[src/logic/csi2_pkg.sv]
package csi2_pkg;

  // ******************************
  // RAW10 group geometry
  // ******************************
  localparam int BYTE_W         = 8;
  localparam int BYTES_PER_WORD = 5;                         // Four MSB bytes, one LSB byte
  localparam int PX_PER_WORD    = 4;
  localparam int PX_W           = 10;
  localparam int OUT_W          = 16;                        // Output pixel beat width

  localparam int LANE_W   = $clog2(BYTES_PER_WORD);
  localparam int PX_IDX_W = $clog2(PX_PER_WORD);

  localparam logic [LANE_W-1:0] LAST_LANE = LANE_W'(BYTES_PER_WORD - 1);

  // Byte 0 is the first byte received and sits in bits 7:0
  typedef logic [BYTES_PER_WORD-1:0][BYTE_W-1:0] raw10_word_t;

  typedef struct packed
  {
    logic [OUT_W-PX_W-1:0] pad;                              // Always zero
    logic [PX_W-1:0]       value;
  } pixel_t;

endpackage

[src/logic/stream_pkg.sv]
package stream_pkg;

  // ******************************
  // Stream beats
  // ******************************
  typedef struct packed
  {
    logic [csi2_pkg::BYTE_W-1:0] data;
    logic                        last;
  } byte_beat_t;

  typedef struct packed
  {
    csi2_pkg::raw10_word_t data;
    logic                  last;                             // Closing word of the line
  } word_beat_t;

  typedef struct packed
  {
    csi2_pkg::pixel_t data;
    logic             last;                                  // Line end
    logic             user;                                  // Frame start
  } px_beat_t;

endpackage

[src/logic/stream_reg_slice.sv]
`timescale 1ns/1ps

module stream_reg_slice
#(
  parameter type payload_t = logic
)
(
  input  logic     clk_i,
  input  logic     rst_i,
  input  logic     in_valid_i,
  input  payload_t in_data_i,
  output logic     in_ready_o,
  output logic     out_valid_o,
  output payload_t out_data_o,
  input  logic     out_ready_i
);

logic     skid_valid;
payload_t skid_data;
logic     out_free;

// Ready comes from a register, so the ready path is cut here
assign in_ready_o = !skid_valid;
assign out_free   = out_ready_i || !out_valid_o;             // Main reg can load

// ******************************
// Control
// ******************************
always_ff @( posedge clk_i, posedge rst_i )
  if( rst_i )
    begin
      out_valid_o <= 1'b0;
      skid_valid  <= 1'b0;
    end
  else
    begin
      if( out_free )
        begin
          out_valid_o <= skid_valid || in_valid_i;
          skid_valid  <= 1'b0;                               // Skid drains first
        end
      else
        begin
          if( in_valid_i && in_ready_o )
            skid_valid <= 1'b1;                              // Output stalled, park beat
        end
    end

// ******************************
// Payload
// ******************************
always_ff @( posedge clk_i, posedge rst_i )
  if( rst_i )
    out_data_o <= '0;
  else if( out_free && ( skid_valid || in_valid_i ) )
    out_data_o <= skid_valid ? skid_data : in_data_i;

always_ff @( posedge clk_i )
  if( !out_free && in_valid_i && in_ready_o )
    skid_data <= in_data_i;

endmodule

[src/logic/csi2_byte_packer.sv]
`timescale 1ns/1ps

module csi2_byte_packer
(
  input  logic                   clk_i,
  input  logic                   rst_i,
  input  logic                   byte_valid_i,
  input  stream_pkg::byte_beat_t byte_i,
  output logic                   byte_ready_o,
  output logic                   word_valid_o,
  output stream_pkg::word_beat_t word_o,
  input  logic                   word_ready_i
);

logic [csi2_pkg::LANE_W-1:0] byte_cnt;
csi2_pkg::raw10_word_t       word_data;
logic                        word_last;
logic                        byte_xfer;
logic                        word_done;

// Stall only while a finished word is stuck downstream
assign byte_ready_o = !word_valid_o || word_ready_i;
assign byte_xfer    = byte_valid_i && byte_ready_o;
assign word_done    = byte_xfer && ( byte_cnt == csi2_pkg::LAST_LANE );

// ******************************
// Lane counter and word control
// ******************************
always_ff @( posedge clk_i, posedge rst_i )
  if( rst_i )
    begin
      byte_cnt     <= '0;
      word_valid_o <= 1'b0;
      word_last    <= 1'b0;
    end
  else
    begin
      if( byte_xfer )
        begin
          if( word_done )
            byte_cnt <= '0;
          else
            byte_cnt <= byte_cnt + 1'b1;
        end

      if( word_done )
        begin
          word_valid_o <= 1'b1;
          word_last    <= byte_i.last;                       // Last only sits in lane 4
        end
      else
        begin
          if( word_ready_i )
            word_valid_o <= 1'b0;
        end
    end

// Each byte lands in its own lane of the word
always_ff @( posedge clk_i )
  if( byte_xfer )
    word_data[byte_cnt] <= byte_i.data;

assign word_o = '{ data: word_data, last: word_last };

endmodule

[src/logic/csi2_px_serializer.sv]
`timescale 1ns/1ps

module csi2_px_serializer
(
  input  logic                   clk_i,
  input  logic                   rst_i,
  input  logic                   frame_start_i,
  input  logic                   word_valid_i,
  input  stream_pkg::word_beat_t word_i,
  output logic                   word_ready_o,
  output logic                   px_valid_o,
  output stream_pkg::px_beat_t   px_o,
  input  logic                   px_ready_i
);

typedef enum logic [csi2_pkg::PX_IDX_W-1:0]
{
  PX_0,
  PX_1,
  PX_2,
  PX_3
} px_state_t;

px_state_t             state;
px_state_t             next_state;
csi2_pkg::raw10_word_t word_reg;
csi2_pkg::raw10_word_t word_src;
csi2_pkg::pixel_t      px_data;
logic                  px_last;
logic                  px_user;
logic                  start_flag;
logic                  last_word;
logic                  word_xfer;
logic                  px_xfer;

// Pixel k is byte k over bit pair k of the LSB byte
function automatic csi2_pkg::pixel_t pick_px( input csi2_pkg::raw10_word_t w,
                                              input logic [csi2_pkg::PX_IDX_W-1:0] k );
  csi2_pkg::pixel_t p;
  p.pad   = '0;
  p.value = { w[k], w[csi2_pkg::BYTES_PER_WORD-1][2*k +: 2] };
  return p;
endfunction

assign word_ready_o = ( state == PX_0 ) && px_ready_i;
assign word_xfer    = word_valid_i && word_ready_o;
assign px_xfer      = px_valid_o && px_ready_i;
assign word_src     = ( state == PX_0 ) ? word_i.data : word_reg; // Pixel 0 straight from input

// ******************************
// FSM
// ******************************
always_ff @( posedge clk_i, posedge rst_i )
  if( rst_i )
    state <= PX_0;
  else
    state <= next_state;

always_comb
  begin
    next_state = state;
    case( state )
      PX_0: if( word_xfer )  next_state = PX_1;
      PX_1: if( px_ready_i ) next_state = PX_2;
      PX_2: if( px_ready_i ) next_state = PX_3;
      PX_3: if( px_ready_i ) next_state = PX_0;
      default: next_state = PX_0;
    endcase
  end

always_ff @( posedge clk_i )
  if( word_xfer )
    word_reg <= word_i.data;

// ******************************
// Frame start and line end flags
// ******************************
always_ff @( posedge clk_i, posedge rst_i )
  if( rst_i )
    begin
      start_flag <= 1'b0;
      last_word  <= 1'b0;
    end
  else
    begin
      if( frame_start_i )
        start_flag <= 1'b1;
      else if( px_xfer && px_user )
        start_flag <= 1'b0;                                  // Marked pixel has left
      if( word_xfer )
        last_word <= word_i.last;
    end

// Output beat, held while px_ready_i is low
always_ff @( posedge clk_i, posedge rst_i )
  if( rst_i )
    begin
      px_valid_o <= 1'b0;
      px_data    <= '0;
      px_last    <= 1'b0;
      px_user    <= 1'b0;
    end
  else
    begin
      if( px_ready_i && ( state != PX_0 || word_xfer ) )
        begin
          px_valid_o <= 1'b1;
          px_data    <= pick_px( word_src, state );
          px_last    <= ( state == PX_3 ) && last_word;
          px_user    <= ( state == PX_0 ) && start_flag;
        end
      else if( px_ready_i )
        begin
          px_valid_o <= 1'b0;                                // No word waiting
          px_last    <= 1'b0;
          px_user    <= 1'b0;
        end
    end

assign px_o = '{ data: px_data, last: px_last, user: px_user };

endmodule

[src/logic/csi2_raw10_rx.sv]
`timescale 1ns/1ps

module csi2_raw10_rx
(
  input  logic                   clk_i,
  input  logic                   rst_i,
  input  logic                   frame_start_i,
  input  logic                   byte_valid_i,
  input  stream_pkg::byte_beat_t byte_i,
  output logic                   byte_ready_o,
  output logic                   px_valid_o,
  output stream_pkg::px_beat_t   px_o,
  input  logic                   px_ready_i
);

// ******************************
// Internal stream links
// ******************************
logic                   in_valid;
stream_pkg::byte_beat_t in_beat;
logic                   in_ready;

logic                   word_valid;
stream_pkg::word_beat_t word_beat;
logic                   word_ready;

logic                   ser_valid;
stream_pkg::px_beat_t   ser_beat;
logic                   ser_ready;

stream_reg_slice #(
  .payload_t   ( stream_pkg::byte_beat_t )
) u_in_slice (
  .clk_i       ( clk_i        ),
  .rst_i       ( rst_i        ),
  .in_valid_i  ( byte_valid_i ),
  .in_data_i   ( byte_i       ),
  .in_ready_o  ( byte_ready_o ),
  .out_valid_o ( in_valid     ),
  .out_data_o  ( in_beat      ),
  .out_ready_i ( in_ready     )
);

csi2_byte_packer u_packer (
  .clk_i        ( clk_i      ),
  .rst_i        ( rst_i      ),
  .byte_valid_i ( in_valid   ),
  .byte_i       ( in_beat    ),
  .byte_ready_o ( in_ready   ),
  .word_valid_o ( word_valid ),
  .word_o       ( word_beat  ),
  .word_ready_i ( word_ready )
);

csi2_px_serializer u_serializer (
  .clk_i         ( clk_i         ),
  .rst_i         ( rst_i         ),
  .frame_start_i ( frame_start_i ),
  .word_valid_i  ( word_valid    ),
  .word_i        ( word_beat     ),
  .word_ready_o  ( word_ready    ),
  .px_valid_o    ( ser_valid     ),
  .px_o          ( ser_beat      ),
  .px_ready_i    ( ser_ready     )
);

stream_reg_slice #(
  .payload_t   ( stream_pkg::px_beat_t )
) u_out_slice (
  .clk_i       ( clk_i      ),
  .rst_i       ( rst_i      ),
  .in_valid_i  ( ser_valid  ),
  .in_data_i   ( ser_beat   ),
  .in_ready_o  ( ser_ready  ),
  .out_valid_o ( px_valid_o ),
  .out_data_o  ( px_o       ),
  .out_ready_i ( px_ready_i )
);

endmodule

[config.mk]
export PLATFORM = sky130hd
export DESIGN_NAME = csi2_raw10_rx
export DESIGN_NICKNAME = d
export VERILOG_FILES = /design/src/logic/csi2_pkg.sv /design/src/logic/stream_pkg.sv /design/src/logic/stream_reg_slice.sv /design/src/logic/csi2_byte_packer.sv /design/src/logic/csi2_px_serializer.sv /design/src/logic/csi2_raw10_rx.sv
export SDC_FILE = /design/constraint.sdc
export NUM_CORES = 1
export LEC_CHECK = 0
export ABC_AREA = 1
export BUFFER_PORTS_ARGS = -buffer_cell sky130_fd_sc_hd__buf_2
export CAP_MARGIN = 0
export CORE_MARGIN = 2
export CORE_UTILIZATION = 55
export DETAILED_ROUTE_END_ITERATION = 8
export GPL_ROUTABILITY_DRIVEN = 1
export HOLD_SLACK_MARGIN = 0.15
export PLACE_DENSITY = 0.87
export REMOVE_ABC_BUFFERS = 1
export SYNTH_ARGS = -nofsm -noshare
export SYNTH_HDL_FRONTEND = slang
export SYNTH_HIERARCHICAL = 1
export SYNTH_SLANG_ARGS = --single-unit
[constraint.sdc]
create_clock -name clk_i -period 2.49 [get_ports clk_i]
set_input_delay 0.249 -clock clk_i [delete_from_list [all_inputs] [get_ports clk_i]]
set_output_delay 0.249 -clock clk_i [all_outputs]
set_load 0.03 [all_outputs]
Word level (Yosys, flattened, before mapping)
Cells that the tools add are included.
{"block": "totals", "input_bits": 14, "out_inout_bits": 20, "regBits": 154}
{"block": "op_classes", "shifts": 1, "reduce_logical": 37, "n_addsub": 1, "magnitude_cmp": 3, "mux": 26, "eq_ne": 9}
{"op": "40-bit bitwise mux", "n": 1}
{"op": "40-bit 2-to-1 mux", "n": 1}
{"op": "8-bit demux with 3-bit select", "n": 1}
{"op": "1-bit logical AND", "n": 17}
{"op": "8-bit binary-select mux with 2-bit select", "n": 1}
{"op": "8-bit 2-to-1 mux", "n": 2}
{"op": "1-bit 2-to-1 mux", "n": 12}
{"op": "12-bit 2-to-1 mux", "n": 1}
{"op": "2-bit nonzero test", "n": 5}
{"op": "9-bit 2-to-1 mux", "n": 1}
{"op": "2-bit 2-to-1 mux", "n": 4}
{"op": "2-bit inequality test (second input constant)", "n": 4}
{"op": "2-bit case mux with 4 select lines", "n": 1}
{"op": "8-bit by 4-bit variable part select with 2-bit output", "n": 1}
{"op": "1-bit zero test", "n": 7}
{"op": "1-bit logical OR", "n": 6}
{"op": "2-bit == test (second input constant)", "n": 2}
{"op": "2-bit by 4-bit less-than comparator with 1-bit output (second input constant)", "n": 1}
{"op": "3-bit by 4-bit less-than comparator with 1-bit output (second input constant)", "n": 1}
{"op": "4-bit AND reduction", "n": 1}
{"op": "3-bit by 1-bit adder with 3-bit output (second input constant)", "n": 1}
{"op": "3-bit == test (second input constant)", "n": 1}
{"op": "3-bit by 1-bit >= comparator with 1-bit output (second input constant)", "n": 1}
{"op": "3-bit 2-to-1 mux", "n": 1}
{"op": "3 further kinds", "n": 3}

Logic depth before layout (Yosys ltp)
{"block": "logic_depth", "ltp_word": 7, "mapped_depth": 13}

Hierarchy
Netlist, hierarchy kept.
{"module": "csi2_px_serializer", "area_per_inst_um2": 2967.8, "seq_area_each_um2": 1626.6, "instances": 1, "cells_each": 360}
{"module": "stream_reg_slice (u_out_slice)", "area_per_inst_um2": 1570.3, "seq_area_each_um2": 1041.0, "instances": 1, "cells_each": 166}
{"module": "csi2_byte_packer", "area_per_inst_um2": 1531.5, "seq_area_each_um2": 1326.3, "instances": 1, "cells_each": 85}
{"module": "stream_reg_slice (u_in_slice)", "area_per_inst_um2": 833.3, "seq_area_each_um2": 545.5, "instances": 1, "cells_each": 90}

Worst setup path after synthesis
No wires, ideal clock.
{"block": "synth_timing", "path_type": "register -> register", "startpoint": "register u_serializer.state[0]", "endpoint": "register u_serializer/word_reg[0] (netlist bit), enable pin", "stages_incl_launch_ff": 9, "path_slack_ns": -0.039, "arrival_time_ns": 2.134, "path_buffers": 2, "path_cell_list": "dfrtp_1 -> inv_1 -> clkbuf_1 -> ha_1 -> buf_4 -> nand2_1 -> inv_2 -> nand2_4 -> inv_1"}
{"block": "synth_via", "elab_chain_len": 3}
{"element": "start, declared", "line_no": "csi2_px_serializer.sv:24", "source": "px_state_t state;"}
{"element": "start signal, assigned", "line_no": "csi2_px_serializer.sv:57", "source": "state <= next_state;"}
{"element": "2-bit zero test", "line_no": "csi2_px_serializer.sv:45", "source": "assign word_ready_o = ( state == PX_0 ) && px_ready_i;"}
{"element": "1-bit logical AND", "line_no": "csi2_px_serializer.sv:45"}
{"element": "named net word_ready", "line_no": "csi2_raw10_rx.sv:25", "source": "logic word_ready;"}
{"element": "1-bit logical AND", "line_no": "csi2_px_serializer.sv:46", "source": "assign word_xfer = word_valid_i && word_ready_o;"}
{"element": "named net u_serializer.word_xfer", "line_no": "csi2_px_serializer.sv:33", "source": "logic word_xfer;"}
{"element": "end signal, assigned", "line_no": "csi2_px_serializer.sv:73", "source": "word_reg <= word_i.data;"}
{"element": "end, declared", "line_no": "csi2_px_serializer.sv:26", "source": "csi2_pkg::raw10_word_t word_reg;"}
The timed path passes the listed nets, and every way through them passes these cells.
A chain may end at the register's enable or synchronous reset.

Worst setup path in the final report
{"block": "layout_timing", "startpoint": "register u_serializer.state[1]", "endpoint": "register u_packer.word_data, in the netlist u_packer/word_o[37], enable pin"}
{"block": "layout_via", "elab_chain_len": 4}
{"element": "2-bit zero test", "line_no": "csi2_px_serializer.sv:45"}
{"element": "1-bit logical AND", "line_no": "csi2_px_serializer.sv:45"}
{"element": "named net word_ready", "line_no": "csi2_raw10_rx.sv:25"}
{"element": "1-bit logical OR", "line_no": "csi2_byte_packer.sv:22", "source": "assign byte_ready_o = !word_valid_o || word_ready_i;"}
{"element": "named net in_ready", "line_no": "csi2_raw10_rx.sv:21", "source": "logic in_ready;"}
{"element": "1-bit logical AND", "line_no": "csi2_byte_packer.sv:23", "source": "assign byte_xfer = byte_valid_i && byte_ready_o;"}
{"element": "end signal, assigned by index", "line_no": "csi2_byte_packer.sv:61", "source": "word_data[byte_cnt] <= byte_i.data;"}
{"element": "end, declared", "line_no": "csi2_byte_packer.sv:16", "source": "csi2_pkg::raw10_word_t word_data;"}
The timed path passes the listed nets, and every way through them passes these cells.

==> impl_metrics.tcl <==
set metrics [dict create \
    post-place-ws_ns 0.422 \
    ant_nets 0 \
    leakage_nw 3.81 \
    ir_worst_vdd_v 0.000650 \
    cts_buffer_depth 2 \
    clk_pin_slew_ns 0.06 \
    cts_max_level 4 \
    skew_ns 0.00556 \
    min_to "u_out_slice/skid_valid" \
    end_kind "flop" \
    maxSlewViolCount 0 \
    yosys.area.top_type "edfxtp_1" \
    antennaDiodeCount 0 \
    place_congestion 0.821 \
    vias 4550 \
    yosys_warnings 6 \
    track_usage 0.204 \
    rrSetupSlack_ns 0.43 \
    period_minus_slack_ns 2.06 \
    port_buffers 33 \
    dr.pass1.iters 5 \
    synth.area.top_cells "edfxtp_1, dfrtp_1, nand2_1, nand3_1, inv_1" \
    setup_viol 0 \
    start_util 0.570 \
    area_growth_pct 14.5 \
    synth_top_flop_cell "edfxtp_1" \
    via_per_inst 4.88 \
    grt_pass1_wl_um 20900 \
    post-cts-setup-buffer-count 0 \
    ioPinCount 34 \
    drc 0 \
    final_cells 932 \
    outcome "completed" \
    routedWlPerCell_um 13.3 \
    root_buffer "clkbuf_16" \
    synth.yosys.seq_area_share 0.658 \
    post_synth_num_cell_types 24 \
    synth-edff-count 107 \
    synth.most_common_cell "nand2_1" \
    path_class "reg2reg" \
    cap_viol_max_count 0 \
    hold_violations 0 \
    hold_path_startpoint "px_ready_i" \
    synth_top_area_frac 0.465 \
    die_area_mm2 0.0135 \
    cp-start-kind "flop" \
    setup_slack_ns 0.428 \
    clk_latency_ns 0.42 \
    netlist_top_cells_count "nand2_1, edfxtp_1, inv_1" \
    slew_headroom 0.538 \
    synthArstFlopShare 0.331 \
    tns_ns 0 \
    powerDensity_mw_per_mm2 1260 \
    drt-total-wl_um 12400 \
    layout-drive-gt1-share 0.128 \
    clkSinkCount 160 \
    cp.arrival_ns 2.12 \
    tightest_slew_ns 0.692 \
    rr_endpoint "u_packer/word_o[37]" \
    coreArea_mm2 0.0121 \
    nets 771 \
    postSynthAreaPerCell_um2 9.85 \
    grt_pass1_vias 4484 \
    worst_ep_required_time_ns 2.55 \
    fin_crit_sh 0.828 \
    fmax_mhz 485 \
    worstPathMaxFanout 8 \
    final_util 0.652 \
    hold_depth 4 \
    antenna_found_initial 0 \
    rsz0062_at_grt "false" \
    syn_area_mm2 0.00690 \
    grt_max_degree 45 \
    cts_tree "done" \
    grt-ovfl-total 0 \
    worstReg2RegStart "u_serializer/state[1]" \
    syn_inst 701 \
    reg2reg_depth 10 \
    place_inst 888 \
    row_count 40 \
    dp_hpwl_um 8130 \
    fillers 916 \
    numCtsBuffers 17 \
    chipWidth_um 116 \
    die_y_um 116 \
    drt_iter0_markers 389 \
    synth-seq-cells 160 \
    min_path_type "in2reg" \
]
[worst max path at each step]
stage / from / to / slack [ns]
floorplan: u_serializer/state[0] / u_serializer/word_reg[0] / -1.02
global placement: u_serializer/state[0] / u_packer/word_o[36] / 0.58
detailed placement: u_serializer/state[1] / u_packer/word_o[36] / 0.42
CTS: u_serializer/state[1] / u_packer/word_o[37] / 0.41
global route: u_serializer/state[1] / u_packer/word_o[33] / 0.29
finish: u_serializer/state[1] / u_packer/word_o[37] / 0.43
[power breakdown]
group,leakage (nW),internal [mW],switching (mW)
Clock,0.297,1.60,1.01
Combinational,1.88,0.987,2.22
Sequential,1.63,3.73,0.420
[stage by stage]
step	instance area (µm²)	power, mW	hold WS, ns
6_report	7900	9.97	0.184
5_1_grt	7900	10.6	0.209
4_1_cts	7900	10.0	0.167
3_5_place_dp	7180	7.34	0.215
3_3_place_gp	7180	7.19	0.209
2_1_floorplan	6690	6.36	0.0275
[worst max-delay path: stages, from the launching register on]
cell and delay [ns]:
dfrtp_1 0.37, inv_1 0.08, ha_1 0.17, nand2_1 0.08, inv_2 0.09, inv_1 0.07, nand2_4 0.09, nand2_4 0.08
inv_2 0.10, nand2_2 0.07, nor2_1 0.51
[cell usage in the layout, fill, tap and decap left out, types with 3 or more instances in the layout]
cell / instances
edfxtp_1: 107
inv_2: 5
nand2_1: 310
conb_1: 6
nor2_1: 10
dfrtp_1: 53
nor3_1: 5
nand2_2: 4
clkinv_2: 4
o21ai_0: 4
clkbuf_16: 17
inv_1: 85
nand2_4: 3
bufinv_16: 3
clkinv_4: 3
dlygate4sd3_1: 12
nand3_1: 65
buf_4: 15
ha_1: 6
buf_2: 33
[cell families after synthesis]
logic type	Yosys count	share of synthesized area
adder cells (fa/ha/maj)	6	0.0109
buffers and inverters	124	0.0832
other	1	0.000543
AO/OA/AOI/OAI	7	0.00725
flip-flops	160	0.658
AND/OR/NAND/NOR	403	0.241
[routing by layer]
| metal | wire, µm | vias to the layer above | GRT usage |
|---|---|---|---|
| met5 | 0 | - | 0 |
| met2 | 6300 | 134 | 0.345 |
| met3 | 631 | 14 | 0.0596 |
| li1 | - | 2296 | - |
| met1 | 5350 | 2106 | 0.255 |
| met4 | 123 | 0 | 0.0667 |
[final cells by class]
| cell class | instances | area, µm² | share of cell area |
|---|---|---|---|
| clock inverter | 13 | 161 | 0.0204 |
| timing repair buffer | 60 | 398 | 0.0503 |
| multi-input combinational | 422 | 1810 | 0.229 |
| sequential | 160 | 4540 | 0.574 |
| clock buffer | 19 | 443 | 0.0560 |
| tap | 168 | 210 | 0.0266 |
| inverter | 90 | 338 | 0.0427 |
[repair_timing]
item / 4_1_cts / 5_1_grt
endpoints found under the hold margin: 74 / 0
resized for setup: 0 / 0
hold buffers: 12 / 0
No activity file was read; power rests on OpenSTA's default activity.
